[config.mk]
export PLATFORM = sky130hd
export DESIGN_NAME = pipeOutUnpacker
export DESIGN_NICKNAME = d
export VERILOG_FILES = /design/src/hostIfPkg.sv /design/src/pipeOutUnpacker.sv
export VERILOG_INCLUDE_DIRS = /design/src
export SDC_FILE = /design/constraint.sdc
export NUM_CORES = 1
export LEC_CHECK = 0
export BUFFER_PORTS_ARGS = -buffer_cell sky130_fd_sc_hd__buf_2
export CAP_MARGIN = 20
export CORE_MARGIN = 1
export CORE_UTILIZATION = 45
export DETAILED_ROUTE_END_ITERATION = 8
export PLACE_DENSITY_LB_ADDON = 0.05
export SYNTH_ARGS = -nofsm -noshare
export SYNTH_HDL_FRONTEND = slang
export SYNTH_SLANG_ARGS = --single-unit
[constraint.sdc]
create_clock -name wUsbClk -period 2.45 [get_ports wUsbClk]
set_input_delay 0.3675 -clock wUsbClk [delete_from_list [all_inputs] [get_ports wUsbClk]]
set_output_delay 0.3675 -clock wUsbClk [all_outputs]
set_load 0.01 [all_outputs]
[src/hostIf_consts.svh]
`ifndef HOSTIF_CONSTS_SVH
`define HOSTIF_CONSTS_SVH

////////////////////////////////////////
// widths
////////////////////////////////////////

// host wire and pipe word
`define HOST_WORD_W 16

// result register and one memory word
`define HOST_RESULT_W 32

// pulse memory addressing
`define MEM_ADDR_W 14
`define MEM_DEPTH (1 << `MEM_ADDR_W)

// host driven DIO lines
`define DIO_NUM 7

////////////////////////////////////////
// fixed system values
////////////////////////////////////////

// firmware build number also reported for date and time queries
`define FW_VERSION 32'd4215

// clocks in MHz
`define PP_CLK_MHZ 32'd60
`define DDS_CLK_MHZ 32'd60

// one bit per available module
`define MODULE_MASK 32'h0000001F

// answer for unknown group or opcode
`define ERR_WORD 32'hFFFFFFFF

`endif

[src/hostIfPkg.sv]
`include "hostIf_consts.svh"

package hostIfPkg;

	////////////////////////////////////////
	// command encodings
	////////////////////////////////////////

	// command group, upper byte of the command wire
	typedef enum logic [7:0]
	{
		CMD_SYS = 8'h0,
		CMD_PPL = 8'h1,
		CMD_DIG = 8'h3
	} cmdGroupE;

	// system group opcodes
	typedef enum logic [7:0]
	{
		SYS_RESET  = 8'h0,
		SYS_PPCLK  = 8'h1,
		SYS_FWVER  = 8'h2,
		SYS_FWDATE = 8'h3,
		SYS_MODULE = 8'h4,
		SYS_FWTIME = 8'h5,
		SYS_DDSCLK = 8'h9
	} sysOpE;

	// pipeline memory opcodes
	typedef enum logic [7:0]
	{
		PPL_RESET = 8'h0,
		PPL_ADDR  = 8'h1
	} pplOpE;

	// digital output opcodes
	typedef enum logic [7:0]
	{
		DIG_WRITE = 8'h1,
		DIG_READ  = 8'h2
	} digOpE;

	// decoder loop
	typedef enum logic
	{
		DEC_IDLE = 1'b0,
		DEC_WAIT = 1'b1
	} decStateE;

	////////////////////////////////////////
	// bundles
	////////////////////////////////////////

	// full host command, 64 bits
	typedef struct packed
	{
		cmdGroupE group;
		logic [7:0] op;
		logic [`HOST_WORD_W-1:0] param;
		logic [`HOST_WORD_W-1:0] dataHigh;
		logic [`HOST_WORD_W-1:0] dataLow;
	} hostCmdT;

	// one memory write
	typedef struct packed
	{
		logic we;
		logic [`MEM_ADDR_W-1:0] addr;
		logic [`HOST_RESULT_W-1:0] data;
	} memWriteT;

	// pipe restart control, shared by both pipes
	typedef struct packed
	{
		logic restart;
		logic [`MEM_ADDR_W-1:0] startAddr;
	} pipeCtrlT;

endpackage

[src/pipeOutUnpacker.sv]
`include "hostIf_consts.svh"

module pipeOutUnpacker
(
	input logic wUsbClk,
	input logic reset_i,
	input hostIfPkg::pipeCtrlT pipeCtrl_i,
	input logic read_i,
	input logic [`HOST_RESULT_W-1:0] readData_i,
	output logic [`MEM_ADDR_W-1:0] readAddr_o,
	output logic [`HOST_WORD_W-1:0] data_o
);

	// word currently addressed in memory
	logic [`MEM_ADDR_W-1:0] rdAddr;
	// high half is up next
	logic halfSel;
	// upper half saved on the low read
	logic [`HOST_WORD_W-1:0] highHold;

	////////////////////////////////////////
	// read sequencing
	////////////////////////////////////////

	always_ff @(posedge wUsbClk)
	begin
		if (reset_i)
		begin
			rdAddr <= '0;
			halfSel <= 1'b0;
		end
		else if (pipeCtrl_i.restart)
		begin
			// first word shows two cycles later
			rdAddr <= pipeCtrl_i.startAddr;
			halfSel <= 1'b0;
		end
		else if (read_i)
		begin
			halfSel <= ~halfSel;
			// advance early so the next word is ready for the next low read
			if (!halfSel)
			begin
				rdAddr <= rdAddr + 1'b1;
			end
		end
	end

	// holding register
	always_ff @(posedge wUsbClk)
	begin
		if (read_i & ~halfSel)
		begin
			highHold <= readData_i[`HOST_RESULT_W-1:`HOST_WORD_W];
		end
	end

	////////////////////////////////////////
	// host side
	////////////////////////////////////////

	assign readAddr_o = rdAddr;
	// low half straight from memory, high half from the latch
	assign data_o = halfSel ? highHold : readData_i[`HOST_WORD_W-1:0];

endmodule

==> out/results.ini <==
[run_status]
status=completed

[synthesis]
synth_warnings=0
synth_area_per_cell_um2=11.3
seq_area_frac_synth_pct=49.9
syn-num-nets=189
syn_inst=138
synth.ff_latch_count=31
yosysUniqueCellTypes=36
netlist_area_mm2=0.00157

[clock_network]
root_buffer=clkbuf_4
cts_resized=0
cts_tree=yes
h-tree-depth=2
postCtsHoldBufs=0
cts.path.max_buffers=2
clock_latency_ns=0.32
clk_pin_slew_worst_paths_ns=0.10
cts_buffers=5
postCtsSetupBuffers=0
cts.sinks=31

[floorplan]
die_x_um=61.0
core_area_mm2=0.00334
dieArea_mm2=0.00372
die_y_um=61.0
io_pins=80
rows=21
start_util_pct=46.9

[final_layout]
drive_gt1_share_pct=49.3
antenna_cells=0
seqCellArea_um2=781
multiInputGateArea_um2=724
layout.nets=268
fin_cells=263
nFillCells=317
synthToLayoutAreaGrowth_pct=29.7

[pwr]
peakVddDrop_mv=0.265
power_density_mw_per_mm2=528
p_leak_nw=0.856

[timing]
finClkSkew_ns=0.00738
timing.final.crit_share_pct=86.5
hold_violations=0
rsz0062_at_grt=false
max_slew.worst_pin.slew_ns=0.844
fmax_mhz=472
worst_slack_ns=0.330
setup_viol=0
slew_viol_final=0
finalCriticalPeriod_ns=2.12
setup_tns_ns=0
relSlewSlack_pct=43.6

[route]
drtIter0Drc=36
routed_via_density=5.32
route.detailed.drc=0
vias=1398
ant_nets=0
wl_per_cell_um=13.2
routed_wirelength_um=3460
drtPass1Iterations=4

[placement]
pre_cts_ws_ns=0.449
hpwlAfterDp_um=2580
io_buffer_count=79
place_congestion=0.780
dp_cells=256

[critical_path]
crit_fanout=21
cp.arrival_ns=1.75
end_kind=primary output
start_kind=register
critical_path_required_ns=2.08
worstSetupPathType=reg2out

[global_routing]
grt_pass1_vias=1260
track_usage_pct=20.1
antenna_found_initial=0
grt_max_degree=23
grt_pass1_wl_um=5400
globalRouteOverflowTotal=0

[run]
max-cap-violations=0

[min_path]
hp-class=in2reg

-- cell usage after synthesis --
cell       count  area, um2
o21ai_0        3       15.0
nor2b_1        5       31.3
nand3_1        2       10.0
nand3_2        1       10.0
and4_1         1       8.76
and3_1         1       6.26
a31oi_1        1       6.26
clkbuf_1       4       15.0
nand3b_2       1       11.3
nand4b_2       1       15.0
edfxtp_1      16        480
o31a_1         1       8.76
o31ai_1        3       22.5
or4_1          3       22.5
a2111oi_1      3       30.0
ha_1           1       12.5
nand4_4        1       21.3
or3_1          3       18.8
nand2_1        5       18.8
a311oi_1       7       61.3
mux2i_1        1       10.0
o41a_1         4       45.0
o21bai_1       1       7.51
buf_2          3       15.0
dfxtp_1       15        300
mux2_2        16        180
nand4_1        1       6.26
a211oi_1       3       22.5
nor3_1         1       5.00
nor4_1         4       25.0
buf_6          1       11.3
xnor2_1        2       17.5
nor2_1        16       60.1
a21oi_1        1       5.00
and3b_2        1       10.0
inv_1          5       18.8
-- path summary, 6_finish.rpt --
check	start	cells past startpoint	endpoint	slack [ns]
worst max-delay path	halfSel	2	data_o[6]	0.33
worst min-delay path	readData_i[21]	1	highHold[5]	0.21
worst max register to register	halfSel	3	readAddr_o[13]	0.43
worst min register to register	readAddr_o[8]	2	readAddr_o[8]	0.57
-- layer usage --
layer / global-route usage, % / vias to the layer above / wire length [um]
met5: 0 / - / 0
met4: 6.82 / 0 / 42
met3: 6.18 / 6 / 242
met2: 36.1 / 49 / 1740
met1: 22.6 / 649 / 1440
li1: - / 694 / -
-- worst max-delay path, cell delays in order, from the launching register on --
cell and delay (ns):
dfxtp_1 0.88, mux2_2 0.42, buf_2 0.14
-- per-stage QoR --
step	power, mW	instance area [um2]	util (%)	hold slack [ns]
2_1_floorplan	0.725	1570	-	0.444
3_3_place_gp	0.809	1980	59.5	0.535
3_5_place_dp	0.816	1980	59.5	0.546
4_1_cts	1.09	2030	60.9	0.202
5_1_grt	1.13	2030	60.9	0.194
6_report	1.07	2030	60.9	0.212
-- layout make-up --
cell class                      count  share of cell area, %
Sequential cell                    31                   38.4
Multi-Input combinational cell     94                   35.7
Timing Repair Buffer               80                   19.8
Tap cell                           46                   2.83
Clock buffer                        5                   1.85
Inverter                            5                  0.924
Clock inverter                      2                  0.431
-- flip-flops by register name (all words and copies together), names as in the netlist --
name / count
halfSel: 1
highHold: 16
readAddr_o: 14
-- cells by family after synthesis --
group / Yosys count / share of synthesized area, %
and+or+nand+nor: 47 / 17.9
AOI/OAI and AO/OA: 27 / 14.3
muxes: 17 / 12.2
DFF: 31 / 49.9
adders and majority gates: 1 / 0.799
buffers and inverters: 13 / 3.84
xor gates and xnor gates: 2 / 1.12
-- power breakdown --
part,internal (mW),leakage [nW],switching [mW]
Clock,0.102,0.0285,0.170
Combinational,0.0993,0.548,0.0873
Sequential,0.582,0.280,0.0328
Total,0.783,0.856,0.290
-- cells in the final DEF, fill, tap and decap left out, types with 2 or more instances in the layout --
| cell type | n |
|---|---|
| dfxtp_1 | 15 |
| or3_1 | 3 |
| or4_1 | 3 |
| edfxtp_1 | 16 |
| a211oi_1 | 3 |
| nor2b_1 | 5 |
| xnor2_1 | 2 |
| a311oi_1 | 7 |
| nor2_1 | 16 |
| nand2_1 | 5 |
| mux2_2 | 16 |
| inv_1 | 5 |
| clkbuf_4 | 5 |
| o21ai_0 | 3 |
| nand3_1 | 2 |
| a2111oi_1 | 3 |
| o41a_1 | 4 |
| nor4_1 | 4 |
| buf_2 | 79 |
| o31ai_1 | 3 |
No activity file was read; power rests on OpenSTA's default activity.
