### config.mk
export PLATFORM = sky130hd
export DESIGN_NAME = hostCmdDecoder
export DESIGN_NICKNAME = d
export VERILOG_FILES = /design/src/hostIfPkg.sv /design/src/hostCmdDecoder.sv
export VERILOG_INCLUDE_DIRS = /design/src
export SDC_FILE = /design/constraint.sdc
export NUM_CORES = 1
export LEC_CHECK = 0
export BUFFER_PORTS_ARGS = -buffer_cell sky130_fd_sc_hd__buf_2
export CAP_MARGIN = 20
export CORE_UTILIZATION = 47
export DETAILED_ROUTE_END_ITERATION = 10
export PLACE_DENSITY = 0.86
export REMOVE_ABC_BUFFERS = 1
export SETUP_SLACK_MARGIN = 0.02
export SLEW_MARGIN = 20
export SYNTH_ARGS = -nofsm -noshare
export SYNTH_HDL_FRONTEND = slang
export SYNTH_SLANG_ARGS = --single-unit
### constraint.sdc
create_clock -name wUsbClk -period 4.3 [get_ports wUsbClk]
set_clock_uncertainty 0.2 [all_clocks]
set_input_delay 0.43 -clock wUsbClk [delete_from_list [all_inputs] [get_ports wUsbClk]]
set_output_delay 0.43 -clock wUsbClk [all_outputs]
set_load 0.03 [all_outputs]
### src/hostIf_consts.svh
`ifndef HOSTIF_CONSTS_SVH
`define HOSTIF_CONSTS_SVH

////////////////////////////////////////
// widths
////////////////////////////////////////

// host wire and pipe word
`define HOST_WORD_W 16

// result register and one memory word
`define HOST_RESULT_W 32

// pulse memory addressing
`define MEM_ADDR_W 14
`define MEM_DEPTH (1 << `MEM_ADDR_W)

// host driven DIO lines
`define DIO_NUM 7

////////////////////////////////////////
// fixed system values
////////////////////////////////////////

// firmware build number also reported for date and time queries
`define FW_VERSION 32'd4215

// clocks in MHz
`define PP_CLK_MHZ 32'd60
`define DDS_CLK_MHZ 32'd60

// one bit per available module
`define MODULE_MASK 32'h0000001F

// answer for unknown group or opcode
`define ERR_WORD 32'hFFFFFFFF

`endif

### src/hostIfPkg.sv
`include "hostIf_consts.svh"

package hostIfPkg;

	////////////////////////////////////////
	// command encodings
	////////////////////////////////////////

	// command group, upper byte of the command wire
	typedef enum logic [7:0]
	{
		CMD_SYS = 8'h0,
		CMD_PPL = 8'h1,
		CMD_DIG = 8'h3
	} cmdGroupE;

	// system group opcodes
	typedef enum logic [7:0]
	{
		SYS_RESET  = 8'h0,
		SYS_PPCLK  = 8'h1,
		SYS_FWVER  = 8'h2,
		SYS_FWDATE = 8'h3,
		SYS_MODULE = 8'h4,
		SYS_FWTIME = 8'h5,
		SYS_DDSCLK = 8'h9
	} sysOpE;

	// pipeline memory opcodes
	typedef enum logic [7:0]
	{
		PPL_RESET = 8'h0,
		PPL_ADDR  = 8'h1
	} pplOpE;

	// digital output opcodes
	typedef enum logic [7:0]
	{
		DIG_WRITE = 8'h1,
		DIG_READ  = 8'h2
	} digOpE;

	// decoder loop
	typedef enum logic
	{
		DEC_IDLE = 1'b0,
		DEC_WAIT = 1'b1
	} decStateE;

	////////////////////////////////////////
	// bundles
	////////////////////////////////////////

	// full host command, 64 bits
	typedef struct packed
	{
		cmdGroupE group;
		logic [7:0] op;
		logic [`HOST_WORD_W-1:0] param;
		logic [`HOST_WORD_W-1:0] dataHigh;
		logic [`HOST_WORD_W-1:0] dataLow;
	} hostCmdT;

	// one memory write
	typedef struct packed
	{
		logic we;
		logic [`MEM_ADDR_W-1:0] addr;
		logic [`HOST_RESULT_W-1:0] data;
	} memWriteT;

	// pipe restart control, shared by both pipes
	typedef struct packed
	{
		logic restart;
		logic [`MEM_ADDR_W-1:0] startAddr;
	} pipeCtrlT;

endpackage

### src/hostCmdDecoder.sv
`include "hostIf_consts.svh"

module hostCmdDecoder
(
	input logic wUsbClk,
	input logic reset_i,
	input logic cmdTrig_i,
	input hostIfPkg::hostCmdT cmd_i,
	output logic [`HOST_RESULT_W-1:0] result_o,
	output logic [`DIO_NUM-1:0] shutter_o,
	output hostIfPkg::pipeCtrlT pipeCtrl_o
);

	// zero padding for short answers
	localparam int PAD_WORD_W = `HOST_RESULT_W - `HOST_WORD_W;
	localparam int PAD_DIO_W = `HOST_RESULT_W - `DIO_NUM;

	hostIfPkg::decStateE state;
	logic [`HOST_RESULT_W-1:0] resultReg;
	logic [`DIO_NUM-1:0] shutterReg;
	logic restartPulse;
	logic [`MEM_ADDR_W-1:0] startAddr;

	////////////////////////////////////////
	// command loop
	////////////////////////////////////////

	always_ff @(posedge wUsbClk)
	begin
		if (reset_i)
		begin
			state <= hostIfPkg::DEC_IDLE;
			resultReg <= '0;
			shutterReg <= '0;
			restartPulse <= 1'b0;
			startAddr <= '0;
		end
		else
		begin
			case (state)
			hostIfPkg::DEC_IDLE:
			begin
				// triggers only count here
				if (cmdTrig_i)
				begin
					case (cmd_i.group)
					hostIfPkg::CMD_SYS:
					begin
						// fixed values
						case (cmd_i.op)
						hostIfPkg::SYS_RESET: resultReg <= '0;
						hostIfPkg::SYS_PPCLK: resultReg <= `PP_CLK_MHZ;
						hostIfPkg::SYS_FWVER: resultReg <= `FW_VERSION;
						hostIfPkg::SYS_FWDATE: resultReg <= `FW_VERSION;
						hostIfPkg::SYS_MODULE: resultReg <= `MODULE_MASK;
						hostIfPkg::SYS_FWTIME: resultReg <= `FW_VERSION;
						hostIfPkg::SYS_DDSCLK: resultReg <= `DDS_CLK_MHZ;
						default: resultReg <= `ERR_WORD;
						endcase
					end
					hostIfPkg::CMD_PPL:
					begin
						case (cmd_i.op)
						hostIfPkg::PPL_RESET:
						begin
							// pipes back to address zero, answer kept
							startAddr <= '0;
							restartPulse <= 1'b1;
							state <= hostIfPkg::DEC_WAIT;
						end
						hostIfPkg::PPL_ADDR:
						begin
							startAddr <= cmd_i.dataLow[`MEM_ADDR_W-1:0];
							resultReg <= {{PAD_WORD_W{1'b0}}, cmd_i.dataLow};
							restartPulse <= 1'b1;
							state <= hostIfPkg::DEC_WAIT;
						end
						default: resultReg <= `ERR_WORD;
						endcase
					end
					hostIfPkg::CMD_DIG:
					begin
						case (cmd_i.op)
						// shutter update, result untouched
						hostIfPkg::DIG_WRITE: shutterReg <= cmd_i.dataLow[`DIO_NUM-1:0];
						hostIfPkg::DIG_READ: resultReg <= {{PAD_DIO_W{1'b0}}, shutterReg};
						default: resultReg <= `ERR_WORD;
						endcase
					end
					default:
					begin
						// unknown group
						resultReg <= `ERR_WORD;
					end
					endcase
				end
			end
			hostIfPkg::DEC_WAIT:
			begin
				// restart spans this single cycle
				restartPulse <= 1'b0;
				state <= hostIfPkg::DEC_IDLE;
			end
			default:
			begin
				state <= hostIfPkg::DEC_IDLE;
			end
			endcase
		end
	end

	////////////////////////////////////////
	// outputs
	////////////////////////////////////////

	assign result_o = resultReg;
	assign shutter_o = shutterReg;
	assign pipeCtrl_o.restart = restartPulse;
	assign pipeCtrl_o.startAddr = startAddr;

endmodule

==> reports/results.tsv <==
metric	value	unit
Post-Synthesis Cells	236	
Layout Nets	367	
core area	4086	um2
commonest non-fill, non-tap cells in the layout	88 x buf_2, 40 x dfxtp_1, 27 x nor2_1	
vias in the first global route	1580	
setup_tns	0	ns
Syn Std Cell Area	2041	um2
f_max	0.4010	GHz
total grt overflow	0	
Root Driver	clkbuf_8	
Via density	5.544	
synth unique cells	43	
Max Cap Viol	0	
P per Cell Area	331.6	nW/um2
post-synthesis sequential area ratio	39.24	%
flops & latches, synth	40	
top-area cell type share of the netlist area	39.24	%
multi-input logic area	1006	um2
relative area change from synthesis to final layout	20.66	%
Pleak	1.114	nW
CTS buffer count	5	
router iterations before antenna repair	4	
min-delay worst type	in -> reg	
io pins	121	
slowest CP cell	nand4_1	
I/O Buffers	88	
# DRC	0	
critical path capture point type	register	
final core occ	60.26	%
clock latency on the worst-skew pair	0.28	ns
worst-path fanout max	11	
WP buf/inv	1	
largest net degree at the start of global routing	41	
Fillers	382	
Min Clock Period, post-route	2.494	ns
Largest stage delay, worst path	0.56	ns
routed len/inst	13.93	um
Die Ht	67.90	um
die width	67.90	um
RSZ-0062 raised after global routing	false	
FF+latch area	800.8	um2
Routed Antenna Nets	0	
fin crit share	58.00	%
wirelength, routed	4890	um
largest area contributor in the netlist	dfxtp_1	
Req. time, crit path	4.28	ns
syn avg cell area	8.647	um2
postcts setup bufs	0	
pin slew with the least headroom to its limit	0.6890	ns
Max Slew Vio Count	0	
Antenna Cells	0	
H-tree level count	2	
status	finished, final reports clean	
family with the most delay on the worst path	simple AND/OR/NAND/NOR gates	
critical path launch point type	input pin	
Setup CP Type	in -> reg	
GP Congestion	0.8899	
clk buf depth	2	
Post-DP HPWL	3529	um
initial antenna violation count	0	
CTS sink cnt	40	
GRT Util Overall	21.59	%
final hold violation count	0	
Final setup viols	0	
CTS tree	done	
Peak VDD IR	0.0002268	V
number of core rows	23	
commonest non-fill, non-tap cell in the layout	buf_2	
synth warn	0	
starting density of the core	49.94	%
layout cells sized above 1	34.88	%
critical path arrival	2.47	ns
Post-CTS Resized	0	
first-pass GRT wire length	7396	um
violation count after the first detailed-routing iteration	80	
critical-path cell list	buf_2 -> nor4b_1 -> nand4_1 -> nand3_1 -> a21oi_1 -> o31a_1	
die area	4610	um2
largest cells by area after synthesis	dfxtp_1 39%, buf_4 6.6%, a21oi_1 5.2%	
Clock transition at path regs	0.07	ns
worst relative slew slack	53.93	%
vias post-DR	1946	
hold buffer count at CTS	0	
==> metal layers <==
metal / vias to the layer above / GRT usage, % / part of all wire [%] / routed length (um)
met5: - / 0 / 0 / 0
met4: 0 / 7.552 / 1.3 / 65
met3: 7 / 4.333 / 6.2 / 301
met2: 82 / 35.52 / 47 / 2287
met1: 895 / 27.93 / 46 / 2234
li1: 962 / - / - / -
==> area by class of cell <==
cell class                      count  share of cell area, %
Clock buffer                        6                  2.947
Clock inverter                      2                  1.423
Inverter                           10                  1.524
Multi-Input combinational cell    154                  40.85
Sequential cell                    40                  32.52
Tap cell                           50                  2.541
Timing Repair Buffer               89                  18.19
==> sequential cells by signal (all words and copies together), names as in the netlist <==
name	count
shutter_o	7
restartPulse	1
startAddr	14
state	1
result_o	17
==> synth_stat cells <==
cell type  count
and2b_1        1
o211ai_1       1
nor4_2         1
a21oi_1       21
and2_1         6
inv_1         10
nor3b_1        2
a31o_2         1
o21ai_0        2
nand4_1        3
nor3_4         1
nor4_4         1
or3_4          1
and3_1         2
nor3_1         1
dfxtp_1       40
o31a_1         1
nor2_1        27
a221oi_1       1
a221o_1        5
nand4bb_1      1
nand4b_1       1
nor3_2         1
buf_2          7
mux2_2         1
nand2_1       14
a32oi_1        8
or3_1          1
nand2b_1       2
a211oi_1       8
a22oi_1        7
clkbuf_1       7
nor4_1         2
nor4b_1        2
nand3_1        5
nor4bb_1       1
nor2b_1        3
o21a_1         6
mux2i_1        9
buf_4         18
a31oi_1        2
nand3_2        1
or4_4          1
==> final timing paths <==
check,start,endpoint,slack [ns],cells past startpoint
setup reg to reg,state$_SDFF_PP0_,startAddr[2]$_SDFFE_PP0P_,2.16,5
setup / recovery,cmd_i[49],result_o[3]$_SDFFE_PP0P_,1.81,6
hold / removal,cmd_i[14],result_o[14]$_SDFFE_PP0P_,0.20,3
hold reg to reg,result_o[5]$_SDFFE_PP0P_,result_o[5]$_SDFFE_PP0P_,0.28,2
==> tightest hold or removal path, cell delays in order <==
cell	delay [ns]
buf_2	0.10
nand2_1	0.05
a211oi_1	0.06
==> kinds of logic after synthesis <==
family	count (synthesis)	synth area share, %
and+or+nand+nor	81	22.81
AOI/OAI and AO/OA	63	21.52
DFF	40	39.24
muxes	10	4.966
buffers and inverters	42	11.47
==> report_power, final <==
| group | internal [mW] | switching, mW |
|---|---|---|
| sequential | 0.382 | 0.00708 |
| combinational | 0.0422 | 0.0877 |
| clock | 0.172 | 0.126 |
==> stage by stage <==
stage | area [um2] | cells | worst slack (ns) | hold WS [ns] | power (mW)
floorplan | 1844 | 204 | 0.2971 | 0.2858 | 0.4701
global placement | 2355 | 343 | 1.574 | 0.2577 | 0.5251
detailed placement | 2355 | 343 | 1.550 | 0.2647 | 0.5272
CTS | 2462 | 351 | 1.829 | 0.1876 | 0.8233
global route | 2462 | 351 | 1.668 | 0.1941 | 0.8502
finish | 2462 | 351 | 1.806 | 0.1974 | 0.8164
No activity file was read; power rests on OpenSTA's default activity.
