`config.mk`:
```
export PLATFORM = sky130hd
export DESIGN_NAME = pipeInPacker
export DESIGN_NICKNAME = d
export VERILOG_FILES = /design/src/hostIfPkg.sv /design/src/pipeInPacker.sv
export VERILOG_INCLUDE_DIRS = /design/src
export SDC_FILE = /design/constraint.sdc
export NUM_CORES = 1
export LEC_CHECK = 0
export ABC_AREA = 1
export BUFFER_PORTS_ARGS = -buffer_cell sky130_fd_sc_hd__buf_2
export CELL_PAD_IN_SITES_DETAIL_PLACEMENT = 1
export CELL_PAD_IN_SITES_GLOBAL_PLACEMENT = 1
export CORE_MARGIN = 10
export CORE_UTILIZATION = 40
export DETAILED_ROUTE_END_ITERATION = 8
export PLACE_DENSITY_LB_ADDON = 0.1
export SETUP_SLACK_MARGIN = 0.5
export SLEW_MARGIN = 30
export SYNTH_ARGS = -nofsm -noshare
export SYNTH_HDL_FRONTEND = slang
export SYNTH_SLANG_ARGS = --single-unit
```
`constraint.sdc`:
```
create_clock -name wUsbClk -period 1.9 [get_ports wUsbClk]
set_clock_uncertainty 0.1 [all_clocks]
set_input_delay 0.285 -clock wUsbClk [delete_from_list [all_inputs] [get_ports wUsbClk]]
set_output_delay 0.285 -clock wUsbClk [all_outputs]
set_load 0.01 [all_outputs]
```
`src/hostIf_consts.svh`:
```
`ifndef HOSTIF_CONSTS_SVH
`define HOSTIF_CONSTS_SVH

////////////////////////////////////////
// widths
////////////////////////////////////////

// host wire and pipe word
`define HOST_WORD_W 16

// result register and one memory word
`define HOST_RESULT_W 32

// pulse memory addressing
`define MEM_ADDR_W 14
`define MEM_DEPTH (1 << `MEM_ADDR_W)

// host driven DIO lines
`define DIO_NUM 7

////////////////////////////////////////
// fixed system values
////////////////////////////////////////

// firmware build number also reported for date and time queries
`define FW_VERSION 32'd4215

// clocks in MHz
`define PP_CLK_MHZ 32'd60
`define DDS_CLK_MHZ 32'd60

// one bit per available module
`define MODULE_MASK 32'h0000001F

// answer for unknown group or opcode
`define ERR_WORD 32'hFFFFFFFF

`endif

```
`src/hostIfPkg.sv`:
```
`include "hostIf_consts.svh"

package hostIfPkg;

	////////////////////////////////////////
	// command encodings
	////////////////////////////////////////

	// command group, upper byte of the command wire
	typedef enum logic [7:0]
	{
		CMD_SYS = 8'h0,
		CMD_PPL = 8'h1,
		CMD_DIG = 8'h3
	} cmdGroupE;

	// system group opcodes
	typedef enum logic [7:0]
	{
		SYS_RESET  = 8'h0,
		SYS_PPCLK  = 8'h1,
		SYS_FWVER  = 8'h2,
		SYS_FWDATE = 8'h3,
		SYS_MODULE = 8'h4,
		SYS_FWTIME = 8'h5,
		SYS_DDSCLK = 8'h9
	} sysOpE;

	// pipeline memory opcodes
	typedef enum logic [7:0]
	{
		PPL_RESET = 8'h0,
		PPL_ADDR  = 8'h1
	} pplOpE;

	// digital output opcodes
	typedef enum logic [7:0]
	{
		DIG_WRITE = 8'h1,
		DIG_READ  = 8'h2
	} digOpE;

	// decoder loop
	typedef enum logic
	{
		DEC_IDLE = 1'b0,
		DEC_WAIT = 1'b1
	} decStateE;

	////////////////////////////////////////
	// bundles
	////////////////////////////////////////

	// full host command, 64 bits
	typedef struct packed
	{
		cmdGroupE group;
		logic [7:0] op;
		logic [`HOST_WORD_W-1:0] param;
		logic [`HOST_WORD_W-1:0] dataHigh;
		logic [`HOST_WORD_W-1:0] dataLow;
	} hostCmdT;

	// one memory write
	typedef struct packed
	{
		logic we;
		logic [`MEM_ADDR_W-1:0] addr;
		logic [`HOST_RESULT_W-1:0] data;
	} memWriteT;

	// pipe restart control, shared by both pipes
	typedef struct packed
	{
		logic restart;
		logic [`MEM_ADDR_W-1:0] startAddr;
	} pipeCtrlT;

endpackage

```
`src/pipeInPacker.sv`:
```
`include "hostIf_consts.svh"

module pipeInPacker
(
	input logic wUsbClk,
	input logic reset_i,
	input hostIfPkg::pipeCtrlT pipeCtrl_i,
	input logic write_i,
	input logic [`HOST_WORD_W-1:0] data_i,
	output hostIfPkg::memWriteT memWrite_o
);

	// high half expected next
	logic halfSel;
	// next word address, wraps at memory depth
	logic [`MEM_ADDR_W-1:0] wrAddr;
	// low half waiting for its partner
	logic [`HOST_WORD_W-1:0] lowHold;
	logic weReg;
	logic [`MEM_ADDR_W-1:0] addrReg;
	logic [`HOST_RESULT_W-1:0] dataReg;

	// toggle, address and write enable
	always_ff @(posedge wUsbClk)
	begin
		if (reset_i)
		begin
			halfSel <= 1'b0;
			wrAddr <= '0;
			weReg <= 1'b0;
		end
		else if (pipeCtrl_i.restart)
		begin
			halfSel <= 1'b0;
			wrAddr <= pipeCtrl_i.startAddr;
			weReg <= 1'b0;
		end
		else
		begin
			// write lands one cycle after the high half
			weReg <= write_i & halfSel;
			if (write_i)
			begin
				halfSel <= ~halfSel;
				if (halfSel)
				begin
					wrAddr <= wrAddr + 1'b1;
				end
			end
		end
	end

	// payload path
	always_ff @(posedge wUsbClk)
	begin
		if (write_i & ~halfSel)
		begin
			lowHold <= data_i;
		end
		if (write_i & halfSel)
		begin
			addrReg <= wrAddr;
			dataReg <= {data_i, lowHold};
		end
	end

	assign memWrite_o.we = weReg;
	assign memWrite_o.addr = addrReg;
	assign memWrite_o.data = dataReg;

endmodule

```
==> summary by stage, run 1 <==
Run status
The run finished with clean final reports.

CTS
The clock passes through at most 2 buffers. Clock tree synthesis selected as its root buffer the cell clkbuf_8. The count of clock tree sinks is 78. Hold repair after CTS inserted 0 buffers. The TritonCTS clock tree is built. The number of clock buffers added by TritonCTS is 9. The clock transition at the register clock pins on the worst setup and hold paths after CTS is 0.09 ns.

The clock latency on the worst-skew pair is 0.34 ns. The H-tree was split into 3 levels.

Setup path
The worst register-to-register path has a setup slack of between 0.6 and 0.7 ns. The stage delay of the slowest cell on the critical path is roughly 0.4 ns. Among all stages on the critical path, the largest delay is contributed by dfxtp_4. Along the worst path, the maximum fanout reaches 5.

By startpoint and endpoint, the worst setup path is classified as reg2reg. The arrival time of the worst setup path is between 1 and 1.5 ns. In this design, the largest share of critical-path delay is due to simple AND/OR/NAND/NOR gates.

STA classifies the critical path startpoint as a flop. The number of buffers and inverters on the critical path is 0. The worst setup path is captured at a flop.

The required time of the critical path is a little over 2 ns. Walking the worst path, the cells encountered are ha_4, nand3_4, nor2_4, nand4_1, nand3_1, nand2_1.

Synth
The dominant synthesized flop cell is edfxtp_1. The number of storage elements in the synthesis netlist is roughly 80. The largest area contributor in the netlist is edfxtp_1. In this run, synthesis inferred 62 flip-flops with an integrated enable.

Yosys attributes the largest share of cell area to edfxtp_1, dfxtp_1, nand2_1. The mean cell area of the mapped netlist is 13.3 sq um. The synthesized netlist net count is 252. The share of flip-flops with an asynchronous set or reset after synthesis is 0%.

In this run the biggest area consumer among cell types represents between 60% and 70% of the synthesized area. The cell count after synthesis came out at roughly 220. Summing every instance area after synthesis gives between 2000 and 3000 sq um. Yosys mapped the design onto 29 distinct sky130hd cell types. The share of the yosys chip area belonging to registers is between 70% and 80%.

For this run, the number of Yosys warnings is 0.

Routing
Dividing the detail-routed wire length by the instance count gives 17.7 um. In the routed layout, each cell is associated on average with a via count of between 4 and 5. After detailed routing, the number of remaining DRC violations is 0. The via total after detailed routing is roughly 1900. The detailed router finished its first iteration with between 40 and 50 violations. For this block, the routed nets add up to between 7000 and 8000 um of wire. In this run the remaining antenna-violating nets after routing total 0. The iteration count of the initial detailed-routing pass is 4.

Global route
The initial antenna violation count came to 0. The first global-routing pass estimated 11600 um of wire. In the global route stage, overall resource usage came out at between 10% and 20%.

Entering global routing, the biggest net connects 47 pins. The total overflow left after global routing is 0. The number of global-route vias before repair came to between 2000 and 2500.

Timing
The final setup violation count is 0. Derived from the worst setup path, the maximum achievable clock frequency is 0.775 GHz. The setup total negative slack is 0 ns. The worst hold slack is roughly 0.03 ns. Dividing the final minimum period by the clock period gives approximately 68%. The final max-slew violation count was 0.

The final hold violation count is 0. The slew at the pin closest to its max-slew limit is around 0.44 ns. Setup repair after global routing could not meet its margin everywhere.

The smallest clock period supported by the final layout is computed as between 1 and 1.5 ns. The relative slew slack is between 70% and 80%. Across all setup checks in the final design, the least slack found is ~0.61 ns.

Final layout
The layout net count is between 300 and 400. The number of antenna cells inserted is 0. The area added between synthesis and finish is 27.6%.

In the final layout, the share of cells above drive strength 1 is 42.9%.

Die
The boundary pin count is 81. Row generation in the floorplan step produced 30 rows. Once the floorplan was initialized, standard cells occupied between 40% and 50% of the core. The floorplan die width is approximately 100 um. The die covers between 10000 and 15000 sq um. The core region area is approximately 6900 sq um. The die span in y is ~100 um.

Job
Across the run, the number of max-cap violations was 0.

Power and ir drop
VDD sags by at most 339 uV. The total power consumption of the routed design is ~3.4 mW. The power density over the cells is 922 nW/um^2.

Summed over all cells, the static leakage comes to 1.44 nW.

Placement
Summed over all nets, the half-perimeter wirelength after detailed placement is between 5000 and 6000 um. The number of buffers added on ports is 80. The post-placement setup slack is 0.373 ns.

The weighted congestion reported at the end of routability-driven placement is ~0.76.

Hold path
The type of the tightest min-delay check is in2reg.
[worst reg2reg max path: stages (launching register included)]
cell,delay [ns]
dfxtp_4,0.40
ha_4,0.17
nand3_4,0.11
nor2_4,0.16
nand4_1,0.11
nand3_1,0.10
nand2_1,0.05
[final timing paths]
check,from,to,cells past startpoint
worst max-delay path,wrAddr[0],wrAddr[10],6
worst min-delay path,data_i[7],dataReg[23],1
worst max register to register,wrAddr[0],wrAddr[10],6
worst min register to register,lowHold[8],dataReg[8],0
[logic make-up (layout without fill, tap and decap cells)]
kind of cell / Yosys count / in the layout / synth area share (%)
adders and majority gates: 1 / 1 / 0.433
and+or+nand+nor: 93 / 93 / 15.5
xor gates and xnor gates: 2 / 2 / 0.606
buffers and inverters: 24 / 122 / 3.64
AOI/OAI and AO/OA: 19 / 19 / 4.24
DFF: 78 / 78 / 75.5
[power breakdown]
part	internal, mW	switching (mW)
logic	0.0777	0.118
clock network	0.617	0.632
registers	1.91	0.0415
[registers in the layout, indices dropped and copies added, names as in the netlist]
name     flops
addrReg     14
lowHold     16
halfSel      1
dataReg     32
wrAddr      14
weReg        1
[layout by cell type, fill, tap and decap left out, types with 2 or more instances in the layout]
cell / n
buf_2: 80
edfxtp_1: 62
nand2_1: 39
nand3_1: 20
inv_1: 15
nor2_1: 13
clkbuf_8: 9
dfxtp_2: 9
dfxtp_1: 6
nor2_2: 4
inv_2: 4
nand4_1: 4
o21ai_1: 4
o21ai_0: 4
buf_4: 4
nand2_2: 3
a31oi_1: 3
a21oi_1: 3
clkinvlp_4: 3
inv_4: 2
nor3_1: 2
nand3_2: 2
nor2_4: 2
o211ai_1: 2
o211ai_2: 2
inv_6: 2
[final cells by class]
cell class                      count  area [sq um]
Sequential cell                    78          2200
Fill cell                         775          3220
Clock buffer                       10           128
Inverter                           21          83.8
Tap cell                           96           120
Multi-Input combinational cell    115           637
Clock inverter                      6          70.1
Timing Repair Buffer               85           450
[cell usage after synthesis, types with 2 or more instances]
| cell | count |
|---|---|
| nand2_2 | 4 |
| nor2_2 | 3 |
| inv_2 | 4 |
| nand3_2 | 3 |
| nand3_1 | 20 |
| inv_1 | 16 |
| nand4_1 | 4 |
| edfxtp_1 | 62 |
| dfxtp_1 | 16 |
| o21ai_1 | 4 |
| nor3_1 | 2 |
| nor2_1 | 15 |
| a21oi_1 | 3 |
| o21ai_0 | 4 |
| a31oi_1 | 3 |
| nand2_1 | 39 |
| o211ai_1 | 2 |
| o211ai_2 | 2 |
[through the flow]
step | cell area (sq um) | std cells | util (%)
after floorplan | 2890 | 217 | -
after global placement | 3430 | 393 | 49.6
after detailed placement | 3430 | 393 | 49.6
after CTS | 3630 | 409 | 52.6
after global routing | 3690 | 411 | 53.4
final | 3690 | 411 | 53.4
[repair_timing]
item | 4_1_cts | 5_1_grt
gates resized for setup | 3 | 15
endpoints found under the hold margin | 0 | 0
setup buffers | 0 | 2
pin swaps | 0 | 2
endpoints found under the setup margin | 4 | 56
[per-layer routing]
layer / vias up / global-route usage (%) / part of all wire, %
li1: 948 / - / -
met1: 926 / 13.9 / 40
met2: 52 / 24.6 / 54
met3: 9 / 3.93 / 5.2
met4: 0 / 4.90 / 1.3
met5: - / 0 / 0
Note: power is estimated with default switching activity, not from simulation.
==> inputs of run 2 (changes only) <==
clock period = 1.29 ns   (was 1.9 ns; I/O delays follow)
==> run 2 against run 1 <==
  * Non-clock buffer count rose by 36
  * Largest power group unchanged
  * Die area did not move
  * Global-route usage is 0.64 points higher
  * The flow now finishes with violations (negative hold slack, negative setup slack)
  * Final area increased by 21%
  * Maximum frequency down 1.3%
  * Largest cell class unchanged
  * Critical path type unchanged
  * Sequential power grew 48%
  * Sequential share of layout area fell by 9.9 points
==> summary by stage, run 2 (synthesized netlist as in run 1, its figures left out) <==
Final layout
In the layout the commonest cells are buf_2, edfxtp_1, nand2_1. The number of flip-flops in the largest register is 32 (unchanged). Counting flops per register, the top entry is dataReg. The number of antenna cells inserted came to 0 (unchanged). Compared with the post-synthesis result, the final layout area differs by 54.4%. The layout net count is 382 (+11%). The largest registers in the layout are dataReg: 32 flops, lowHold: 16 flops. The leading cell type in the layout, fill and taps excluded is buf_2. The fraction of layout cells with a size suffix above 1 is 57.3% (+14 points). The number of fill cells is 716 (-7.6%).

Power and ir drop
The power density over the cells was 1200 nW/um^2 (+30%). The worst-case vdd ir drop is 473 uV (+39%). The leakage component of the power is 1.78 nW (+24%). The total power consumption of the routed design is 5.33 mW (+57%).

Die
The core region area is 6910 sq um (unchanged). The die outline area came to 11000 sq um (unchanged). The floorplan die width is 105 um (unchanged). The boundary pin count was 81 (unchanged).

The starting density of the core is 41.8% (unchanged). The number of placement rows came to 30 (unchanged). The die span in y is 105 um (unchanged).

CTS
The clock latency on the worst-skew pair is 0.35 ns (about the same). The number of buffers created by CTS was 9 (unchanged). The maximum buffer depth of the clock tree was 2 (unchanged). The TritonCTS clock tree is built.

The clock transition at the register clock pins on the worst setup and hold paths after CTS came to 0.08 ns (about the same). The root buffer cell chosen for the clock tree is clkbuf_8. The depth of the CTS H-tree was 3 (unchanged). The count of clock tree sinks came to 78 (unchanged).

Global route
The total congestion overflow is 0 (unchanged). The wire length of the first global-routing pass is 12000 um (+3.7%). The initial antenna violation count is 0 (unchanged). The total global routing track utilization came to 14.0% (+0.64 points). The number of global-route vias before repair is 2286 (+5.6%). The largest net degree at the start of global routing is 23 (-51%).

Timing
The final critical-path share of the clock period is 101% (+33 points). The final worst-path setup slack is -0.0168 ns (-0.627 ns). The top achievable clock speed is 0.765 GHz (-1.3%).

The slew at the pin closest to its max-slew limit is 0.459 ns (+0.0232 ns). The final max-slew violation count was 0 (unchanged). Setup repair after global routing could not meet its margin everywhere. The relative slew slack came to 69.4% (-1.5 points).

The final critical path time including I/O delays and setup is 1.31 ns (+0.0168 ns). The final hold violation count was 34 (+34). The final setup violation count is 1 (+1).

The worst hold slack is -0.0709 ns (-0.101 ns).

Setup path
The kind of critical path is reg2reg. The worst setup path is launched from a flop. The critical-path maximum fanout is 4 (-1).

The arrival time of the worst setup path is 1.46 ns (+0.03 ns). The required time of the critical path is 1.44 ns (-0.60 ns). STA classifies the critical path endpoint as a flop.

Routing
The average wire per standard cell is 19.0 um (+6.9%). The total wirelength of the detailed-routed design is 8480 um (+16%). The iteration count of the initial detailed-routing pass is 4 (unchanged).

The via total after detailed routing came to 2215 (+14%). The initial detailed-routing violation count is 90 (+91%). The post-route DRC violation count is 0 (unchanged). The remaining number of nets flagged by the antenna check after routing is 0 (unchanged).

The average vias per placed instance is 4.96 (+5.3%).

Run status
The flow ran to the end, but the final reports show violations. The final reports fail on negative hold slack, negative setup slack.

Hold path
The type of the tightest min-delay check is in2reg.

Job
The max-cap violation count is 0 (unchanged).

Placement
The total half-perimeter wirelength after legalization and detailed placement came to 5650 um (+5.5%). The post-placement setup slack is -0.00830 ns (-0.381 ns). The number of buffers added on ports is 80 (unchanged).

The weighted congestion reported at the end of routability-driven placement came to 0.781 (+2.7%).
[run 2: through the flow]
step,cells,hold slack (ns),area (sq um),util (%),TNS [ns]
finish,447,-0.0709,4460,64.6,-0.0168
detailed placement,404,0.288,3630,52.5,-0.00830
floorplan,217,0.153,2990,-,0
CTS,430,-0.0824,4030,58.3,0
global route,447,-0.0761,4460,64.6,-0.180
global placement,404,0.287,3630,52.5,0
[run 2: path summary, 6_finish.rpt]
check                      to   startpoint  cells past startpoint  slack [ns]
setup / recovery   wrAddr[10]    wrAddr[7]                      6       -0.02
hold / removal     lowHold[6]    data_i[6]                      1       -0.07
setup reg to reg   wrAddr[10]    wrAddr[7]                      6       -0.02
hold reg to reg   dataReg[13]  lowHold[13]                      0        0.32
[run 2: power by group]
part           leakage (nW)  total (mW)  switching, mW  internal [mW]
Sequential            0.712        2.88         0.0673           2.81
Clock                 0.109        1.97          0.891           1.08
Combinational         0.963       0.481          0.241          0.241
[run 2: critical path, stage by stage (launching register included)]
cell and delay [ns]:
dfxtp_4 0.38, nand2_1 0.09, buf_4 0.16, nor2_1 0.19, nand4_1 0.15, nand3_1 0.10
nand2_1 0.05
[run 2: what timing repair did]
item                       4_1_cts  5_1_grt
resized for setup               26       54
hold endpoints to repair        36       33
pin swaps                        8        7
cloned                           1        4
buffers inserted                10       13
setup endpoints to repair      127      130
[run 2: per-layer routing]
metal	vias up	global-route usage, %	wire (um)
li1	1031	-	-
met1	1112	13.9	3280
met2	58	26.1	4650
met3	14	4.55	387
met4	0	5.49	171
met5	-	0	0
[run 2: cell type report]
class	count	area [sq um]	area share, %
sequential	78	2220	49.7
timing repair buffer	121	1000	22.5
clock inverter	6	87.6	1.96
tap	96	120	2.69
multi-input combinational	116	800	17.9
clock buffer	9	124	2.78
inverter	21	105	2.36
